===== src/common/rackctl_pkg.sv =====
`default_nettype none

package rackctl_pkg;

    // frame opcode, first field of every command
    typedef enum logic {
        OP_WRITE = 1'b0,
        OP_READ  = 1'b1
    } rackctl_opcode_e;

    // command payload, sent least significant bit first
    typedef struct packed {
        rackctl_opcode_e op;
        logic [21:0]     addr;
        logic [31:0]     data;
    } rackctl_cmd_t;

    // response payload, err is the far end's status bit
    typedef struct packed {
        logic        err;
        logic [31:0] data;
    } rackctl_resp_t;

    localparam int CMD_PAYLOAD_BITS  = $bits(rackctl_cmd_t);
    localparam int RESP_PAYLOAD_BITS = $bits(rackctl_resp_t);

    // start + payload + even parity + stop
    localparam int CMD_FRAME_BITS  = CMD_PAYLOAD_BITS + 3;
    localparam int RESP_FRAME_BITS = RESP_PAYLOAD_BITS + 3;

endpackage

`default_nettype wire


===== src/common/wb_pkg.sv =====
`default_nettype none

package wb_pkg;

    // one Wishbone request, sel lanes are carried but ignored
    typedef struct packed {
        logic        cyc;
        logic        stb;
        logic        we;
        logic [21:0] adr;
        logic [31:0] dat;
        logic [3:0]  sel;
    } wb_req_t;

    typedef struct packed {
        logic        ack;
        logic [31:0] dat;
    } wb_rsp_t;

    // owner of the current transaction
    typedef enum logic {
        MST_DBG = 1'b0,
        MST_GTP = 1'b1
    } wb_master_e;

endpackage

`default_nettype wire


===== src/bridge/rackctl_bridge_ctrl.sv =====
`timescale 1ns/1ps
`default_nettype none

module rackctl_bridge_ctrl
    import wb_pkg::*;
#(
    parameter int TIMEOUT_CYCLES = 600,
    parameter int TX_CREDITS     = 1
) (
    input  wire          sysclk_i,
    input  wire          rst_n_i,
    input  wire wb_req_t gtp_req_i,
    input  wire wb_req_t dbg_req_i,
    output logic         capture_o,
    output wb_master_e   sel_o,
    output logic         cmd_valid_o,
    input  wire          credit_i,
    input  wire          resp_valid_i,
    input  wire          resp_err_i,
    output logic         load_resp_o,
    output logic         load_err_o,
    output logic         gtp_ack_o,
    output logic         dbg_ack_o,
    input  wire          err_rst_i,
    output logic         bridge_err_o
);

    localparam int TMO_W = $clog2(TIMEOUT_CYCLES + 1);
    localparam int CRD_W = $clog2(TX_CREDITS + 1);

    typedef enum logic [2:0] {
        IDLE,
        ACCEPT,
        ISSUE,
        WAIT_RESP,
        ACK
    } state_e;

    state_e           state_q;
    state_e           state_d;
    wb_master_e       sel_q;
    logic [CRD_W-1:0] credit_cnt;
    logic [TMO_W-1:0] tmo_cnt_q;
    logic             load_resp_q;
    logic             load_err_q;
    logic             err_q;
    logic             gtp_req;
    logic             dbg_req;
    logic             load_pending;
    logic             timeout;

    assign gtp_req      = gtp_req_i.cyc & gtp_req_i.stb;
    assign dbg_req      = dbg_req_i.cyc & dbg_req_i.stb;
    assign load_pending = load_resp_q | load_err_q;
    assign timeout      = (state_q == WAIT_RESP) && !load_pending && !resp_valid_i &&
                          (tmo_cnt_q == TMO_W'(TIMEOUT_CYCLES - 1));

    // a command leaves only with a free serializer slot
    assign cmd_valid_o = (state_q == ISSUE) && (credit_cnt != '0);

    always_comb begin
        state_d = state_q;
        case (state_q)
            IDLE:      if (gtp_req || dbg_req) state_d = ACCEPT;
            ACCEPT:    state_d = ISSUE;
            ISSUE:     if (cmd_valid_o) state_d = WAIT_RESP;
            // stay one extra cycle while the data register loads
            WAIT_RESP: if (load_pending) state_d = ACK;
            ACK:       state_d = IDLE;
            default:   state_d = IDLE;
        endcase
    end

    always_ff @(posedge sysclk_i or negedge rst_n_i) begin
        if (!rst_n_i) begin
            state_q     <= IDLE;
            sel_q       <= MST_DBG;
            tmo_cnt_q   <= '0;
            load_resp_q <= 1'b0;
            load_err_q  <= 1'b0;
        end else begin
            state_q <= state_d;

            // fixed priority, gtp first
            if (state_q == IDLE) begin
                if (gtp_req) begin
                    sel_q <= MST_GTP;
                end else if (dbg_req) begin
                    sel_q <= MST_DBG;
                end
            end

            if (cmd_valid_o) begin
                tmo_cnt_q <= '0;
            end else if (state_q == WAIT_RESP && !load_pending) begin
                tmo_cnt_q <= tmo_cnt_q + 1'b1;
            end

            // single-cycle load strobes, one cycle after the outcome is known
            load_resp_q <= 1'b0;
            load_err_q  <= 1'b0;
            if (state_q == WAIT_RESP && !load_pending) begin
                if (resp_valid_i) begin
                    load_resp_q <= !resp_err_i;
                    load_err_q  <= resp_err_i;
                end else if (timeout) begin
                    load_err_q <= 1'b1;
                end
            end
        end
    end

    // serializer credits
    always_ff @(posedge sysclk_i or negedge rst_n_i) begin
        if (!rst_n_i) begin
            credit_cnt <= CRD_W'(TX_CREDITS);
        end else if (cmd_valid_o && !credit_i) begin
            credit_cnt <= credit_cnt - 1'b1;
        end else if (credit_i && !cmd_valid_o) begin
            credit_cnt <= credit_cnt + 1'b1;
        end
    end

    // sticky error, clear wins over set
    always_ff @(posedge sysclk_i or negedge rst_n_i) begin
        if (!rst_n_i) begin
            err_q <= 1'b0;
        end else if (err_rst_i) begin
            err_q <= 1'b0;
        end else if (load_err_q) begin
            err_q <= 1'b1;
        end
    end

    assign capture_o    = (state_q == ACCEPT);
    assign sel_o        = sel_q;
    assign load_resp_o  = load_resp_q;
    assign load_err_o   = load_err_q;
    assign gtp_ack_o    = (state_q == ACK) && (sel_q == MST_GTP);
    assign dbg_ack_o    = (state_q == ACK) && (sel_q == MST_DBG);
    assign bridge_err_o = err_q;

endmodule

`default_nettype wire


===== src/bridge/rackctl_rx.sv =====
`timescale 1ns/1ps
`default_nettype none

module rackctl_rx
    import rackctl_pkg::*;
#(
    parameter int CLKS_PER_BIT = 4
) (
    input  wire           sysclk_i,
    input  wire           rst_n_i,
    input  wire           rx_line_i,
    output logic          resp_valid_o,
    output rackctl_resp_t resp_o
);

    localparam int CNT_W = (CLKS_PER_BIT > 1) ? $clog2(CLKS_PER_BIT) : 1;
    localparam int BIT_W = $clog2(RESP_FRAME_BITS);

    logic [1:0]                   sync_q;
    logic                         rx_s;
    logic                         rx_prev_q;
    logic                         busy_q;
    logic [CNT_W-1:0]             clk_cnt_q;
    logic [BIT_W-1:0]             bit_cnt_q;
    logic [RESP_FRAME_BITS-1:0]   shift_q;
    logic [RESP_FRAME_BITS-1:0]   frame;
    logic [RESP_PAYLOAD_BITS-1:0] payload;
    logic                         mid_sample;
    logic                         last_bit;
    logic                         fault;
    logic                         valid_q;
    rackctl_resp_t                resp_q;

    assign rx_s = sync_q[1];

    // count 0 is the cycle the falling edge is seen
    assign mid_sample = busy_q && (clk_cnt_q == CNT_W'(CLKS_PER_BIT / 2));
    assign last_bit   = (bit_cnt_q == BIT_W'(RESP_FRAME_BITS - 1));

    // frame as it stands once the current sample is shifted in
    assign frame   = {rx_s, shift_q[RESP_FRAME_BITS-1:1]};
    assign payload = frame[RESP_FRAME_BITS-3:1];

    // bad start, missing stop, or odd parity over payload and parity bit
    assign fault = frame[0] | ~frame[RESP_FRAME_BITS-1] | (^frame[RESP_FRAME_BITS-2:1]);

    always_ff @(posedge sysclk_i or negedge rst_n_i) begin
        if (!rst_n_i) begin
            sync_q    <= 2'b11;
            rx_prev_q <= 1'b1;
            busy_q    <= 1'b0;
            clk_cnt_q <= '0;
            bit_cnt_q <= '0;
            valid_q   <= 1'b0;
        end else begin
            sync_q    <= {sync_q[0], rx_line_i};
            rx_prev_q <= rx_s;
            valid_q   <= 1'b0;
            if (!busy_q) begin
                if (rx_prev_q && !rx_s) begin
                    busy_q    <= 1'b1;
                    clk_cnt_q <= CNT_W'(1);
                    bit_cnt_q <= '0;
                end
            end else begin
                if (clk_cnt_q == CNT_W'(CLKS_PER_BIT - 1)) begin
                    clk_cnt_q <= '0;
                    bit_cnt_q <= bit_cnt_q + 1'b1;
                end else begin
                    clk_cnt_q <= clk_cnt_q + 1'b1;
                end
                // back to idle at mid stop so the next start edge is not missed
                if (mid_sample && last_bit) begin
                    busy_q  <= 1'b0;
                    valid_q <= 1'b1;
                end
            end
        end
    end

    always_ff @(posedge sysclk_i) begin
        if (mid_sample) begin
            shift_q <= frame;
            if (last_bit) begin
                resp_q <= rackctl_resp_t'({payload[RESP_PAYLOAD_BITS-1] | fault,
                                           payload[RESP_PAYLOAD_BITS-2:0]});
            end
        end
    end

    assign resp_valid_o = valid_q;
    assign resp_o       = resp_q;

endmodule

`default_nettype wire


===== src/bridge/rackctl_tx.sv =====
`timescale 1ns/1ps
`default_nettype none

module rackctl_tx
    import rackctl_pkg::*;
#(
    parameter int CLKS_PER_BIT = 4,
    parameter int TX_CREDITS   = 1
) (
    input  wire               sysclk_i,
    input  wire               rst_n_i,
    input  wire rackctl_cmd_t cmd_i,
    input  wire               cmd_valid_i,
    output logic              credit_o,
    output logic              tx_line_o
);

    localparam int CNT_W  = (CLKS_PER_BIT > 1) ? $clog2(CLKS_PER_BIT) : 1;
    localparam int BIT_W  = $clog2(CMD_FRAME_BITS);
    localparam int PTR_W  = (TX_CREDITS > 1) ? $clog2(TX_CREDITS) : 1;
    localparam int FILL_W = $clog2(TX_CREDITS + 1);

    rackctl_cmd_t              slot_mem [TX_CREDITS];
    logic [PTR_W-1:0]          wr_ptr_q;
    logic [PTR_W-1:0]          rd_ptr_q;
    logic [FILL_W-1:0]         fill_q;
    logic                      busy_q;
    logic [CNT_W-1:0]          clk_cnt_q;
    logic [BIT_W-1:0]          bit_cnt_q;
    logic [CMD_FRAME_BITS-1:0] shift_q;
    logic                      take_slot;
    logic                      take_direct;
    logic                      push;
    logic                      bit_end;
    logic                      last_bit;
    rackctl_cmd_t              load_cmd;

    // stop, parity, payload, start from msb down
    function automatic logic [CMD_FRAME_BITS-1:0] build_frame(input rackctl_cmd_t cmd);
        build_frame = {1'b1, ^cmd, cmd, 1'b0};
    endfunction

    function automatic logic [PTR_W-1:0] ptr_inc(input logic [PTR_W-1:0] ptr);
        if (ptr == PTR_W'(TX_CREDITS - 1)) begin
            return '0;
        end
        return ptr + 1'b1;
    endfunction

    // an idle shifter with empty slots takes the command straight away
    assign take_slot   = !busy_q && (fill_q != '0);
    assign take_direct = !busy_q && (fill_q == '0) && cmd_valid_i;
    assign push        = cmd_valid_i && !take_direct;
    assign load_cmd    = take_slot ? slot_mem[rd_ptr_q] : cmd_i;

    assign bit_end  = (clk_cnt_q == CNT_W'(CLKS_PER_BIT - 1));
    assign last_bit = (bit_cnt_q == BIT_W'(CMD_FRAME_BITS - 1));

    always_ff @(posedge sysclk_i) begin
        if (push) begin
            slot_mem[wr_ptr_q] <= cmd_i;
        end
    end

    always_ff @(posedge sysclk_i or negedge rst_n_i) begin
        if (!rst_n_i) begin
            wr_ptr_q  <= '0;
            rd_ptr_q  <= '0;
            fill_q    <= '0;
            busy_q    <= 1'b0;
            clk_cnt_q <= '0;
            bit_cnt_q <= '0;
            shift_q   <= '1;
        end else begin
            if (push) begin
                wr_ptr_q <= ptr_inc(wr_ptr_q);
            end
            if (take_slot) begin
                rd_ptr_q <= ptr_inc(rd_ptr_q);
            end
            if (push && !take_slot) begin
                fill_q <= fill_q + 1'b1;
            end else if (take_slot && !push) begin
                fill_q <= fill_q - 1'b1;
            end

            if (take_slot || take_direct) begin
                busy_q    <= 1'b1;
                clk_cnt_q <= '0;
                bit_cnt_q <= '0;
                shift_q   <= build_frame(load_cmd);
            end else if (busy_q) begin
                if (bit_end) begin
                    clk_cnt_q <= '0;
                    bit_cnt_q <= bit_cnt_q + 1'b1;
                    // ones fill in behind so the line idles high
                    shift_q   <= {1'b1, shift_q[CMD_FRAME_BITS-1:1]};
                    if (last_bit) begin
                        busy_q <= 1'b0;
                    end
                end else begin
                    clk_cnt_q <= clk_cnt_q + 1'b1;
                end
            end
        end
    end

    // slot frees on the last cycle of the stop bit
    assign credit_o  = busy_q && bit_end && last_bit;
    assign tx_line_o = shift_q[0];

endmodule

`default_nettype wire


===== src/bridge/rackctl_txn_reg.sv =====
`timescale 1ns/1ps
`default_nettype none

module rackctl_txn_reg
    import wb_pkg::*;
    import rackctl_pkg::*;
(
    input  wire             sysclk_i,
    input  wire             rst_n_i,
    input  wire wb_req_t    gtp_req_i,
    input  wire wb_req_t    dbg_req_i,
    input  wire wb_master_e sel_i,
    input  wire             capture_i,
    input  wire             load_resp_i,
    input  wire             load_err_i,
    input  wire [31:0]      resp_data_i,
    output rackctl_cmd_t    cmd_o,
    output logic [31:0]     data_o
);

    wb_req_t         req;
    rackctl_opcode_e op_q;
    logic [21:0]     addr_q;
    logic [31:0]     data_q;

    assign req = (sel_i == MST_GTP) ? gtp_req_i : dbg_req_i;

    always_ff @(posedge sysclk_i) begin
        if (capture_i) begin
            op_q   <= req.we ? OP_WRITE : OP_READ;
            addr_q <= req.adr;
        end
    end

    // one data word, first the write data, then the returned or error word
    always_ff @(posedge sysclk_i or negedge rst_n_i) begin
        if (!rst_n_i) begin
            data_q <= '0;
        end else if (capture_i) begin
            data_q <= req.we ? req.dat : 32'h0;
        end else if (load_err_i) begin
            data_q <= '1;
        end else if (load_resp_i) begin
            data_q <= resp_data_i;
        end
    end

    assign cmd_o  = '{op: op_q, addr: addr_q, data: data_q};
    assign data_o = data_q;

endmodule

`default_nettype wire


===== src/verilog/rackctl_wb_bridge_top.sv =====
`timescale 1ns/1ps
`default_nettype none

module rackctl_wb_bridge_top
    import wb_pkg::*;
    import rackctl_pkg::*;
#(
    parameter int CLKS_PER_BIT   = 4,
    parameter int TIMEOUT_CYCLES = 600,
    parameter int TX_CREDITS     = 1
) (
    input  wire         sysclk_i,
    input  wire         rst_n_i,
    input  wire wb_req_t gtp_req_i,
    input  wire wb_req_t dbg_req_i,
    output wb_rsp_t     gtp_rsp_o,
    output wb_rsp_t     dbg_rsp_o,
    input  wire         err_rst_i,
    output logic        bridge_err_o,
    output logic        tx_line_o,
    input  wire         rx_line_i
);

    logic          capture;
    wb_master_e    sel;
    logic          cmd_valid;
    logic          credit;
    logic          resp_valid;
    rackctl_resp_t resp;
    logic          load_resp;
    logic          load_err;
    logic          gtp_ack;
    logic          dbg_ack;
    rackctl_cmd_t  cmd;
    logic [31:0]   txn_data;

    rackctl_bridge_ctrl #(
        .TIMEOUT_CYCLES(TIMEOUT_CYCLES),
        .TX_CREDITS    (TX_CREDITS)
    ) u_ctrl (
        .sysclk_i    (sysclk_i),
        .rst_n_i     (rst_n_i),
        .gtp_req_i   (gtp_req_i),
        .dbg_req_i   (dbg_req_i),
        .capture_o   (capture),
        .sel_o       (sel),
        .cmd_valid_o (cmd_valid),
        .credit_i    (credit),
        .resp_valid_i(resp_valid),
        .resp_err_i  (resp.err),
        .load_resp_o (load_resp),
        .load_err_o  (load_err),
        .gtp_ack_o   (gtp_ack),
        .dbg_ack_o   (dbg_ack),
        .err_rst_i   (err_rst_i),
        .bridge_err_o(bridge_err_o)
    );

    rackctl_txn_reg u_txn_reg (
        .sysclk_i   (sysclk_i),
        .rst_n_i    (rst_n_i),
        .gtp_req_i  (gtp_req_i),
        .dbg_req_i  (dbg_req_i),
        .sel_i      (sel),
        .capture_i  (capture),
        .load_resp_i(load_resp),
        .load_err_i (load_err),
        .resp_data_i(resp.data),
        .cmd_o      (cmd),
        .data_o     (txn_data)
    );

    rackctl_tx #(
        .CLKS_PER_BIT(CLKS_PER_BIT),
        .TX_CREDITS  (TX_CREDITS)
    ) u_tx (
        .sysclk_i   (sysclk_i),
        .rst_n_i    (rst_n_i),
        .cmd_i      (cmd),
        .cmd_valid_i(cmd_valid),
        .credit_o   (credit),
        .tx_line_o  (tx_line_o)
    );

    rackctl_rx #(
        .CLKS_PER_BIT(CLKS_PER_BIT)
    ) u_rx (
        .sysclk_i    (sysclk_i),
        .rst_n_i     (rst_n_i),
        .rx_line_i   (rx_line_i),
        .resp_valid_o(resp_valid),
        .resp_o      (resp)
    );

    // both masters see the same data word, only the owner gets ack
    assign gtp_rsp_o = '{ack: gtp_ack, dat: txn_data};
    assign dbg_rsp_o = '{ack: dbg_ack, dat: txn_data};

endmodule

`default_nettype wire

===== config.mk =====
export PLATFORM = sky130hd
export DESIGN_NAME = rackctl_wb_bridge_top
export DESIGN_NICKNAME = d
export VERILOG_FILES = /design/src/common/rackctl_pkg.sv /design/src/common/wb_pkg.sv /design/src/bridge/rackctl_bridge_ctrl.sv /design/src/bridge/rackctl_rx.sv /design/src/bridge/rackctl_tx.sv /design/src/bridge/rackctl_txn_reg.sv /design/src/verilog/rackctl_wb_bridge_top.sv
export SDC_FILE = /design/constraint.sdc
export NUM_CORES = 1
export LEC_CHECK = 0
export BUFFER_PORTS_ARGS = -buffer_cell sky130_fd_sc_hd__buf_2
export CAP_MARGIN = 0
export CORE_ASPECT_RATIO = 1.4
export CORE_MARGIN = 1
export CORE_UTILIZATION = 58
export DETAILED_ROUTE_END_ITERATION = 7
export GPL_TIMING_DRIVEN = 0
export PLACE_DENSITY = 0.9
export SLEW_MARGIN = 20
export SYNTH_ARGS = -nofsm -noshare
export SYNTH_HDL_FRONTEND = slang
export SYNTH_SLANG_ARGS = --single-unit

===== constraint.sdc =====
create_clock -name sysclk_i -period 11.4 [get_ports sysclk_i]
set_input_delay 2.28 -clock sysclk_i [delete_from_list [all_inputs] [get_ports sysclk_i]]
set_output_delay 2.28 -clock sysclk_i [all_outputs]
set_load 0.01 [all_outputs]

# [Word-level counts from Yosys, hierarchy flattened]
# Memories as Yosys holds them, arrays and structs flattened.
# Cells that the tools add are included.
[word_totals] reg_bits=223 ramBits=55 input_bits=126 out_inout_bits=68 memories=1
[classes] addsub=9 eq_ne=14 n_mux=52 bitwise_logic=9 reduce_logical=48
[mem_list] memory="u_tx.slot_mem" depth=1 word_bits=55 read_ports=1 rd_ports_with_merged_regs=0 write_ports=1 line_no="rackctl_tx.sv:23" source="rackctl_cmd_t slot_mem [TX_CREDITS];"
[ops] op="two-way mux 58 bit" count=3
[ops] op="two-way mux 32 bit" count=4
[ops] op="two-way mux 59 bit" count=1
[ops] op="two-way mux 55 bit" count=1
[ops] op="parity 55 bit" count=1
[ops] op="two-way mux 6 bit" count=6
[ops] op="parity 34 bit" count=1
[ops] op="two-way mux 1 bit" count=25
[ops] op="two-way mux 10 bit" count=2
[ops] op="logical AND 1 bit" count=19
[ops] op="nonzero test 2 bit" count=8
[ops] op="adder 6 x 1 -> 6 bit, second input constant" count=2
[ops] op="== test 6 bit, second input constant" count=2
[ops] op="two-way mux 2 bit" count=6
[ops] op="one-hot mux 3 bit (4 select lines)" count=1
[ops] op="adder 10 x 1 -> 10 bit, second input constant" count=1
[ops] op="== test 10 bit, second input constant" count=1
[ops] op="zero test 1 bit" count=10
[ops] op="two-way mux 3 bit" count=3
[ops] op="AND reduction 2 bit" count=4
[ops] op="== test 2 bit, second input constant" count=3
[ops] op="== test 3 x 2 -> 1 bit, second input constant" count=2
[ops] op="!= test 2 x 1 -> 1 bit, second input constant" count=3
[ops] op="adder 2 x 1 -> 2 bit, second input constant" count=2
[ops] op="other kinds (12)" count=21

# [Logic depth before layout (Yosys ltp)]
# Gate-level depths: netlist (run 1).
[logic_depth] depth_word=9 depth_mapped=10

# [Cells and area by module]
# Synthesis (run 1) repeated with hierarchy kept, for this count alone.
[hier_totals] cells_unflattened=1217 area_unflattened_um2=14223.6
[by_module_without_submodules] mod="rackctl_tx" instances=1 cells_each=556 area_each_um2=6279.8 seq_area_each_um2=3399.5
[by_module_without_submodules] mod="rackctl_txn_reg" instances=1 cells_each=375 area_each_um2=3801.1 seq_area_each_um2=1491.4
[by_module_without_submodules] mod="rackctl_rx" instances=1 cells_each=155 area_each_um2=2917.8 seq_area_each_um2=2371.0
[by_module_without_submodules] mod="rackctl_bridge_ctrl" instances=1 cells_each=97 area_each_um2=969.7 seq_area_each_um2=451.7
[by_module_without_submodules] mod="rackctl_wb_bridge_top" instances=1 cells_each=34 area_each_um2=255.2 seq_area_each_um2=0.0

# [Least setup slack after synthesis (run 1)]
# OpenSTA, ideal clock, no wires.
[synth_timing] path_type="register -> register" from="register u_rx.busy_q" to="register u_rx.resp_q, in the netlist u_rx.resp_o[0] (enable)" t_arrival_ns=4.891 required_ns=10.894 slack_ns=6.002 path_stages_with_launch=5 period_less_slack_ns=5.398 path_cell_list="dfrtp_1 -> clkbuf_1 -> and2_1 -> nand3_1 -> nor4_1"
[synth_between] elab_chain_cells=2
[synth_rtl] item="start, declared" line_no="rackctl_rx.sv:22" source="logic busy_q;"
[synth_rtl] item="start signal, assigned" line_no="rackctl_rx.sv:51" source="busy_q <= 1'b0;"
[synth_rtl] item="start signal, assigned" line_no="rackctl_rx.sv:61" source="busy_q <= 1'b1;"
[synth_rtl] item="start signal, assigned" line_no="rackctl_rx.sv:74" source="busy_q <= 1'b0;"
[synth_rtl] item="logical AND 1 bit" line_no="rackctl_rx.sv:37" source="assign mid_sample = busy_q && (clk_cnt_q == CNT_W'(CLKS_PER_BIT / 2));"
[synth_rtl] item="net u_rx.mid_sample" line_no="rackctl_rx.sv:28" source="logic mid_sample;"
[synth_rtl] item="AND reduction 2 bit (no line)"
[synth_rtl] item="end signal, assigned" line_no="rackctl_rx.sv:85" source="resp_q <= rackctl_resp_t'({payload[RESP_PAYLOAD_BITS-1] | fault,"
[synth_rtl] item="end, declared" line_no="rackctl_rx.sv:32" source="rackctl_resp_t resp_q;"
# The timed path passes the listed nets, and every way through them passes these cells.
# A chain may end at the register's enable or synchronous reset.

# [Worst setup path after layout (run 1)]
[layout_timing] from="register u_ctrl.sel_q (netlist: u_ctrl.sel_o)" to="output gtp_rsp_o[32] (netlist name)"
[layout_between] elab_chain_cells=1
[layout_rtl] item="start, declared" line_no="rackctl_bridge_ctrl.sv:41" source="wb_master_e sel_q;"
[layout_rtl] item="start signal, assigned" line_no="rackctl_bridge_ctrl.sv:77" source="sel_q <= MST_DBG;"
[layout_rtl] item="start signal, assigned" line_no="rackctl_bridge_ctrl.sv:87" source="sel_q <= MST_GTP;"
[layout_rtl] item="start signal, assigned" line_no="rackctl_bridge_ctrl.sv:89" source="sel_q <= MST_DBG;"
[layout_rtl] item="logical AND 1 bit" line_no="rackctl_bridge_ctrl.sv:139" source="assign gtp_ack_o = (state_q == ACK) && (sel_q == MST_GTP);"
[layout_rtl] item="end, declared" line_no="rackctl_wb_bridge_top.sv:16" source="output wb_rsp_t gtp_rsp_o,"
# Every way passes these cells.

==> results of run 1 <==
[worst max-delay path, cell delays in order, from the launching register on]
cell      delay (ns)
dfrtp_1         0.40
clkbuf_1        0.19
buf_2           0.39
clkbuf_1        0.71
clkbuf_1        0.54
nor4bb_1        0.30
buf_4           0.16
buf_2           0.12
[kinds of logic after synthesis]
family / count (synthesis) / synth area share (%)
AO/OA/AOI/OAI: 203 / 12.0
XOR/XNOR: 128 / 8.69
flip-flops: 276 / 58.4
buffers and inverters: 134 / 6.00
multiplexers: 83 / 6.50
AND/OR/NAND/NOR: 242 / 7.73
adder cells (fa/ha/maj): 7 / 0.663
[area by class of cell]
class                   instances  area (um2)
plain buffers                 130         778
clock buffers                  36         823
clock inverters                12         118
fillers                      1514        6880
inverters                       4        15.0
multi-input cells             663        4720
flip-flops and latches        276        7710
well taps                     301         377
repair buffers                192        1030
[report_power, final]
part	total [mW]	switching, mW	internal (mW)
Combinational	0.445	0.211	0.234
Clock	0.936	0.384	0.551
Sequential	1.21	0.0717	1.14
[registers in the layout (all words and copies together) (netlist names), 2 cells and up]
name              cells
u_ctrl.state_q        3
u_ctrl.tmo_cnt_q     10
u_rx.bit_cnt_q        6
u_rx.clk_cnt_q        2
u_rx.resp_o          33
u_rx.shift_q         35
u_rx.sync_q           2
u_tx.bit_cnt_q        6
u_tx.clk_cnt_q        2
u_tx.shift_q         57
u_tx.slot_mem        55
u_txn_reg.addr_q     22
u_txn_reg.data_o     32
[cells in the mapped netlist (3+ instances only)]
cell        n  share of area (%)
edfxtp_1  146                 33
nand2_1   139                3.9
dfrtp_1    69                 13
buf_4      66                3.8
xor2_1     66                4.4
nor2_1     62                1.8
a21oi_1    61                2.3
dfstp_2    61                 12
mux2i_1    61                4.6
xnor2_1    60                4.0
a221o_1    55                4.2
clkbuf_1   55                1.6
o22a_1     32                2.1
o32a_1     32                2.4
mux2_2     22                1.9
o21ai_0    16               0.61
ha_1        7               0.66
nand4_1     7               0.33
or3_1       5               0.24
buf_1       4               0.11
inv_1       4               0.11
nand2b_1    4               0.19
nor3_1      4               0.15
and2_1      3               0.14
nand3_1     3               0.11
nor4_1      3               0.14
[metal layers]
layer / routed length, um / vias to the layer above
met5: 0 / -
met4: 1680 / 0
met3: 1970 / 113
met2: 17000 / 492
met1: 11500 / 4751
li1: - / 4274
[metrics by stage]
step	total power, mW	worst slack [ns]	cells
5_1_grt	2.68	5.59	1614
3_5_place_dp	1.66	6.29	1566
6_report	2.59	5.76	1614
4_1_cts	2.60	5.71	1614
3_3_place_gp	1.63	4.21	1559
2_1_floorplan	1.53	6.00	1073
[final timing paths]
kind	to	slack, ns	cells after the start
worst max-delay path	gtp_rsp_o[32]	5.76	7
worst min-delay path	u_rx.sync_q[1]	0.36	0
worst max register to register	u_txn_reg.data_o[8]	7.68	8
worst min register to register	u_rx.sync_q[1]	0.36	0
max in group asynchronous	u_rx.rx_prev_q	8.99	2
min in group asynchronous	u_txn_reg.data_o[8]	1.68	1
[placed cells by master (no fill, tap or decap), drive strengths merged, types with 3 or more instances in the layout]
cell	count
dfrtp	69
nand2b	4
o32a	32
nor3	4
a221o	55
edfxtp	146
dfstp	61
inv	5
buf	267
nor4	3
nor2	62
mux2i	61
or3	5
ha	7
xnor2	60
nand3	3
o22a	32
mux2	22
clkinv	7
nand4	7
clkbuf	91
xor2	66
o21ai	17
a21oi	61
nand2	139
and2	3
==> impl_metrics.toml, run 1 <==
[synthesis]
netlist-cell-type-count = 45
synth_ff_type = "edfxtp_1"
synth_edf_count = 146
ys_ff_latch = 276
syn_area_per_cell_um2 = 12.3
synthArstFlopShare_pct = 47.1
syn_nets = 1206
syn_inst = 1073
yosysSeqAreaShare_pct = 58.4
netlist_area_mm2 = 0.0132
ys_warn_count = 0

[setup_path]
crit_fanout = 10
critPathCaptureType = "primary output"
required_ns = 9.12
reg2reg_from = "u_ctrl.state_q[0]"
startpoint = "u_ctrl.sel_o"
critPathArrivalTime_ns = 3.36
cp-start-kind = "register"
path_class = "reg2out"

[layout]
finalNetCount = 1426
drive_above_1_share_pct = 30.4
syn2layout_area_growth_pct = 17.9
diodes = 0
final_util_pct = 69.4
finalInstanceArea_mm2 = 0.0156

[placed_design]
hpwl_um = 22000
gp_congestion = 0.853
numPortBuffers = 185
placed_area_mm2 = 0.0146

[floorplanning]
pin_count = 194
die_area_mm2 = 0.0234
coreArea_mm2 = 0.0224
fp.dieH_um = 181
row_count = 65
initial_core_util_pct = 58.9
die-width_um = 130

[cts]
clk_latency_ns = 0.54
htree_levels = 1
post_cts_buffers = 0
cts_buffer_depth = 3
cts_hold_buf = 0
root_buffer = "clkbuf_16"
cts_buffers = 26
clock_sinks = 276
post_cts_resized = 0
cts_tree = "built"
clk_pin_slew_ns = 0.07

[sta]
fmax_mhz = 177
period_share_pct = 49.5
rsz0062_at_grt = "no"
hold_slack_ns = 0.355
skew_ns = 0.0141
worstMarginPinSlew_ns = 1.08
setup_tns_ns = 0
hold_violations = 0
slew-limit-headroom_pct = 27.4
layout_min_cycle_time_ns = 5.64
finalSetupViolations = 0
slew_violations = 0

[detailed_routing]
drt_iter0_drc = 937
wl_per_cell_um = 19.9
drt_pass1_iterations = 8
num_vias = 9630
drtAntennaViolNets = 0
drt-total-wl_um = 32100
drc = 2
viasPerCell = 5.97

[global_routing]
antenna_found_initial = 0
met2_usage_pct = 50.0
grt_max_degree = 75
grt_pass1_wl_um = 50700
groute.layer.met1.usage_pct = 33.3
grt_overflow = 0
met3_usage_pct = 2.55
grt_pass1_vias = 9858
grt.busiest_layer = "met2"
grtUsageTotal_pct = 28.1

[worst_hold_path]
worst_hold_path_type = "reg2reg"
hp-start = "u_rx.sync_q[0]"

[pwr]
pwr_density_cell_mw_per_mm2 = 167
ir_drop_uv = 164
power_leakage_nw = 6.56

[run_status]
violations = "DRC"
outcome = "complete, but fails checks"

[job]
drv_cap = 0
Power figures use the tool's default switching activity.
==> run 2: changes to the inputs <==
ABC_AREA = 1   (was unset)
PLACE_DENSITY = 0.89   (was 0.9)
clock period = 5.2 ns   (was 11.4 ns; I/O delays follow)
==> impl_metrics.toml, run 2 <==
[synthesis]
netlist_area_mm2 = 0.0142
syn_inst = 1671
yosysTopAreaCellShare_pct = 30.8
ys_warn_count = 0
netlist_top_cells_count = "698 x nand2_1, 174 x inv_1, 146 x edfxtp_1"
synth_ff_type = "edfxtp_1"
synth_area_leaders = "edfxtp_1 31%, nand2_1 18%, dfrtp_1 12%"
ys_ff_latch = 276
syn_area_per_cell_um2 = 8.51
netlist-cell-type-count = 41
synth_edf_count = 146
synth_top_area_cell = "edfxtp_1"
synthArstFlopShare_pct = 47.1
syn_nets = 1804
synth_most_common_cell = "nand2_1"
yosysSeqAreaShare_pct = 54.3

[setup_path]
path_class = "reg2out"
cp-start-kind = "register"
crit_fanout = 10
critPathCaptureType = "primary output"
critPathArrivalTime_ns = 2.50
required_ns = 4.16

[detailed_routing]
wl_per_cell_um = 16.7
viasPerCell = 5.54
num_vias = 12300
drt-total-wl_um = 37000
drtAntennaViolNets = 0
drt_iter0_drc = 1114
drc = 0
drt_pass1_iterations = 6

[placed_design]
gp_congestion = 0.885
numPortBuffers = 185
hpwl_um = 27000

[pwr]
switchingPower_mw = 3.58
power_leakage_nw = 7.80
pwr-share-comb_pct = 41.0
pwr_density_cell_mw_per_mm2 = 548
p_seq_share_pct = 35.8
total_power_mw = 9.12
swShare_pct = 39.2
ir_drop_uv = 476
p_int_mw = 5.55
p_clk_share_pct = 23.2

[global_routing]
grtUsageTotal_pct = 30.1
grt_pass1_wl_um = 59700
antenna_found_initial = 0
grt_pass1_vias = 12400
grt_overflow = 0
grt_max_degree = 74

[layout]
diodes = 0
finalNetCount = 2025
final_common_cell = "nand2_1"
syn2layout_area_growth_pct = 17.0
final_cell_mix = "698 x nand2_1, 192 x buf_2, 173 x inv_1"
max_flop_register = "u_tx.shift_q"
top_regs = "u_tx.shift_q x57, u_tx.slot_mem x55, u_rx.shift_q x35"
final_util_pct = 69.4
largest_reg_flops = 57
drive_above_1_share_pct = 20.8

[floorplanning]
die-width_um = 134
initial_core_util_pct = 59.3
row_count = 67
pin_count = 194
coreArea_mm2 = 0.0240
die_area_mm2 = 0.0252
fp.dieH_um = 187

[sta]
period_share_pct = 68.0
layout_min_cycle_time_ns = 3.54
fmax_mhz = 283
worstMarginPinSlew_ns = 0.700
slew_violations = 0
skew_ns = 0.0180
slew-limit-headroom_pct = 53.2
rsz0062_at_grt = "no"
hold_violations = 0
finalSetupViolations = 0
hold_slack_ns = 0.357

[cts]
post_cts_resized = 0
cts_buffer_depth = 3
htree_levels = 1
cts_hold_buf = 0
clk_latency_ns = 0.54
cts_buffers = 25
post_cts_buffers = 0
clk_pin_slew_ns = 0.07
root_buffer = "clkbuf_16"
clock_sinks = 276
cts_tree = "built"

[job]
drv_cap = 0

[run_status]
outcome = "completed"

[worst_hold_path]
worst_hold_path_type = "reg2reg"
==> run 2: final timing paths <==
check / slack, ns / cells after the start / from / endpoint
max: 1.66 / 6 / u_ctrl.sel_o / gtp_rsp_o[32]
min: 0.36 / 0 / u_rx.sync_q[0] / u_rx.sync_q[1]
max reg2reg: 2.36 / 11 / u_ctrl.state_q[2] / u_tx.shift_q[32]
min reg2reg: 0.36 / 0 / u_rx.sync_q[0] / u_rx.sync_q[1]
max in group asynchronous: 3.94 / 2 / rst_n_i / u_tx.shift_q[4]
min in group asynchronous: 0.46 / 1 / rst_n_i / u_ctrl.sel_o
==> run 2: metal layers <==
metal	vias to the layer above	wire length [um]	track usage [%]	part of all wire, %
met1	5764	13200	34.2	36
met3	177	2400	3.22	6.5
met2	577	18900	52.6	51
li1	5782	-	-	-
met4	0	2540	21.2	6.9
met5	-	0	0	0
==> run 2: critical path, stage by stage, from the launching register on <==
cell	delay [ns]
dfrtp_1	0.47
inv_2	0.24
clkbuf_1	0.49
clkbuf_1	0.39
nor2_1	0.09
buf_4	0.14
buf_2	0.13
==> run 2: cells by family after synthesis <==
kind of cell,after synthesis,share of synthesized area (%)
xor+xnor,36,2.22
mux,2,0.150
compound gates,201,8.96
fa+ha+maj,7,0.616
buf+inv,309,10.7
simple gates,840,23.1
flops,276,54.3
==> run 2: layout make-up <==
cell class | instances | area (um2)
buffer | 132 | 851
clock buffer | 33 | 761
clock inverter | 12 | 198
fill | 1737 | 7340
inverter | 177 | 667
multi-input combinational | 1086 | 5010
sequential | 276 | 7710
tap | 310 | 388
timing repair buffer | 194 | 1050
==> run 2: power by group through the flow <==
stage	clock network (mW)	logic (mW)	registers, mW
after floorplan	0	2.70	3.09
after global placement	0	3.47	3.25
after detailed placement	0	3.65	3.28
after CTS	2.12	3.72	3.25
after global routing	2.20	4.18	3.30
final	2.12	3.74	3.26
==> run 2: through the flow <==
stage | TNS (ns) | setup WS (ns) | std cells | area, um2
after global placement | -20.20 | -0.492 | 2166 | 15500
after floorplan | 0 | 0.841 | 1671 | 14200
after detailed placement | 0 | 2.26 | 2175 | 15700
after CTS | 0 | 1.68 | 2220 | 16600
after global routing | 0 | 1.56 | 2220 | 16600
final | 0 | 1.66 | 2220 | 16600
==> run 3: changes to the inputs <==
CORE_UTILIZATION = 53   (was 58)
PLACE_DENSITY = 0.86   (was 0.89)
clock period = 2.9 ns   (was 5.2 ns; I/O delays follow)
==> impl_metrics.toml, run 3 (synthesis gave the netlist of run 2 again) <==
[sta]
period_share_pct = 96.8
rsz0062_at_grt = "no"
hold_violations = 0
fmax_mhz = 356
worstMarginPinSlew_ns = 0.735
skew_ns = 0.00999
slew-limit-headroom_pct = 51.0
slew_violations = 0
finalSetupViolations = 0
setup_tns_ns = 0
layout_min_cycle_time_ns = 2.81

[setup_path]
critPathArrivalTime_ns = 2.23
reg2reg_from = "u_tx.busy_q"
startpoint = "u_ctrl.sel_o"
worstSetupEndpoint = "dbg_rsp_o[32]"
rr_worst_depth = 8
path_class = "reg2out"
critPathCaptureType = "primary output"
crit_fanout = 10
required_ns = 2.32
regToRegSetupSlack_ns = 0.23
r2r_end = "u_tx.shift_q[18]"
cp-start-kind = "register"

[global_routing]
antenna_found_initial = 0
met2_usage_pct = 47.9
grt_pass1_vias = 12100
grt.busiest_layer = "met2"
grt_max_degree = 95
groute.layer.met1.usage_pct = 29.7
grtUsageTotal_pct = 26.7
grt_pass1_wl_um = 57700
grt_overflow = 0
met3_usage_pct = 2.78

[floorplanning]
pin_count = 194
die_area_mm2 = 0.0275
initial_core_util_pct = 54.1
row_count = 70
die-width_um = 140
fp.dieH_um = 196
coreArea_mm2 = 0.0263

[layout]
final_cell_mix = "698 x nand2_1, 188 x buf_2, 173 x inv_1"
max_flop_register = "u_tx.shift_q"
final_common_cell = "nand2_1"
ff_latch_area_mm2 = 0.00771
drive_above_1_share_pct = 21.0
top_regs = "u_tx.shift_q x57, u_tx.slot_mem x55, u_rx.shift_q x35"
finalNetCount = 2022
syn2layout_area_growth_pct = 17.2
num-fill-cells = 2037
largest_reg_flops = 57
diodes = 0
stdcell_count = 2231
multi_input_area_mm2 = 0.00502

[worst_hold_path]
worst_hold_path_type = "in2reg"

[pwr]
switchingPower_mw = 6.33
pwr_density_cell_mw_per_mm2 = 970
power_leakage_nw = 7.79
p_clk_share_pct = 22.7
p_int_mw = 9.83
swShare_pct = 39.2
p_seq_share_pct = 36.1
pwr-share-comb_pct = 41.1
ir_drop_uv = 796

[detailed_routing]
num_vias = 12200
drt_pass1_iterations = 5
drt-total-wl_um = 36300
wl_per_cell_um = 16.3
drt_iter0_drc = 1094
drc = 0
drtAntennaViolNets = 0
viasPerCell = 5.46

[placed_design]
hpwl_um = 27200
dp.cells = 2186
numPortBuffers = 185
gp_congestion = 0.887

[cts]
clock_sinks = 276
clk_latency_ns = 0.54
clk_pin_slew_ns = 0.07
cts_buffer_depth = 3
cts_buffers = 25
root_buffer = "clkbuf_16"
cts_tree = "built"
post_cts_buffers = 0
htree_levels = 1

[job]
drv_cap = 0

[run_status]
outcome = "completed"
-- run 3: cell types whose count changed in the layout (fill, tap and decap cells not counted), sizes merged --
cell,before,now
inv,179,181
dlygate4sd3,0,1
buf,285,279
clkinvlp,2,3
bufinv,5,4
-- run 3: cell type report --
type / instances / area share, %
buffer: 131 / 5.11
clock buffer: 31 / 4.39
clock inverter: 14 / 1.16
inverter: 177 / 4.00
multi-input combinational: 1086 / 30.2
sequential: 276 / 46.3
tap: 324 / 2.43
timing repair buffer: 192 / 6.45
-- run 3: power groups by stage --
stage,combinational [mW],sequential (mW),clock (mW)
5_1_grt,7.43,5.91,3.85
3_3_place_gp,6.25,5.83,0
4_1_cts,6.66,5.82,3.69
6_report,6.65,5.84,3.67
3_5_place_dp,6.61,5.88,0
2_1_floorplan,4.85,5.54,0
-- run 3: critical path, stage by stage (launching register included) --
cell	delay (ns)
dfrtp_1	0.48
clkbuf_1	0.44
buf_1	0.41
nor2_1	0.09
buf_4	0.14
buf_2	0.13
-- run 3: repair_timing --
item,4_1_cts,5_1_grt
hold endpoints to repair,14,0
setup endpoints to repair,1,19
resized for setup,0,3
hold buffers,1,0
-- run 3: how the worst min path moves through the flow --
stage | startpoint | to | slack (ns) | depth (start not counted)
floorplan | rst_n_i | u_ctrl.bridge_err_o | 0.28 | 0
global placement | u_rx.sync_q[0] | u_rx.sync_q[1] | 0.35 | 0
detailed placement | u_rx.sync_q[0] | u_rx.sync_q[1] | 0.36 | 0
CTS | rx_line_i | u_rx.sync_q[0] | 0.13 | 1
global route | rx_line_i | u_rx.sync_q[0] | 0.13 | 1
finish | rx_line_i | u_rx.sync_q[0] | 0.14 | 1
-- run 3: through the flow --
step	power [mW]	setup slack, ns	area (um2)	util, %	hold WS (ns)
final	16.2	0.0931	16700	63.4	0.141
after global routing	17.2	0.0202	16700	63.4	0.134
after CTS	16.2	0.113	16700	63.4	0.132
after detailed placement	12.5	0.183	15700	59.8	0.356
after global placement	12.1	-0.614	15600	59.3	0.347
after floorplan	10.4	0.364	14200	-	0.284
-- run 3: per-layer routing --
metal | vias up | routed length (um)
met5 | - | 0
met4 | 0 | 2310
met3 | 135 | 2070
met2 | 502 | 18600
met1 | 5752 | 13300
li1 | 5784 | -
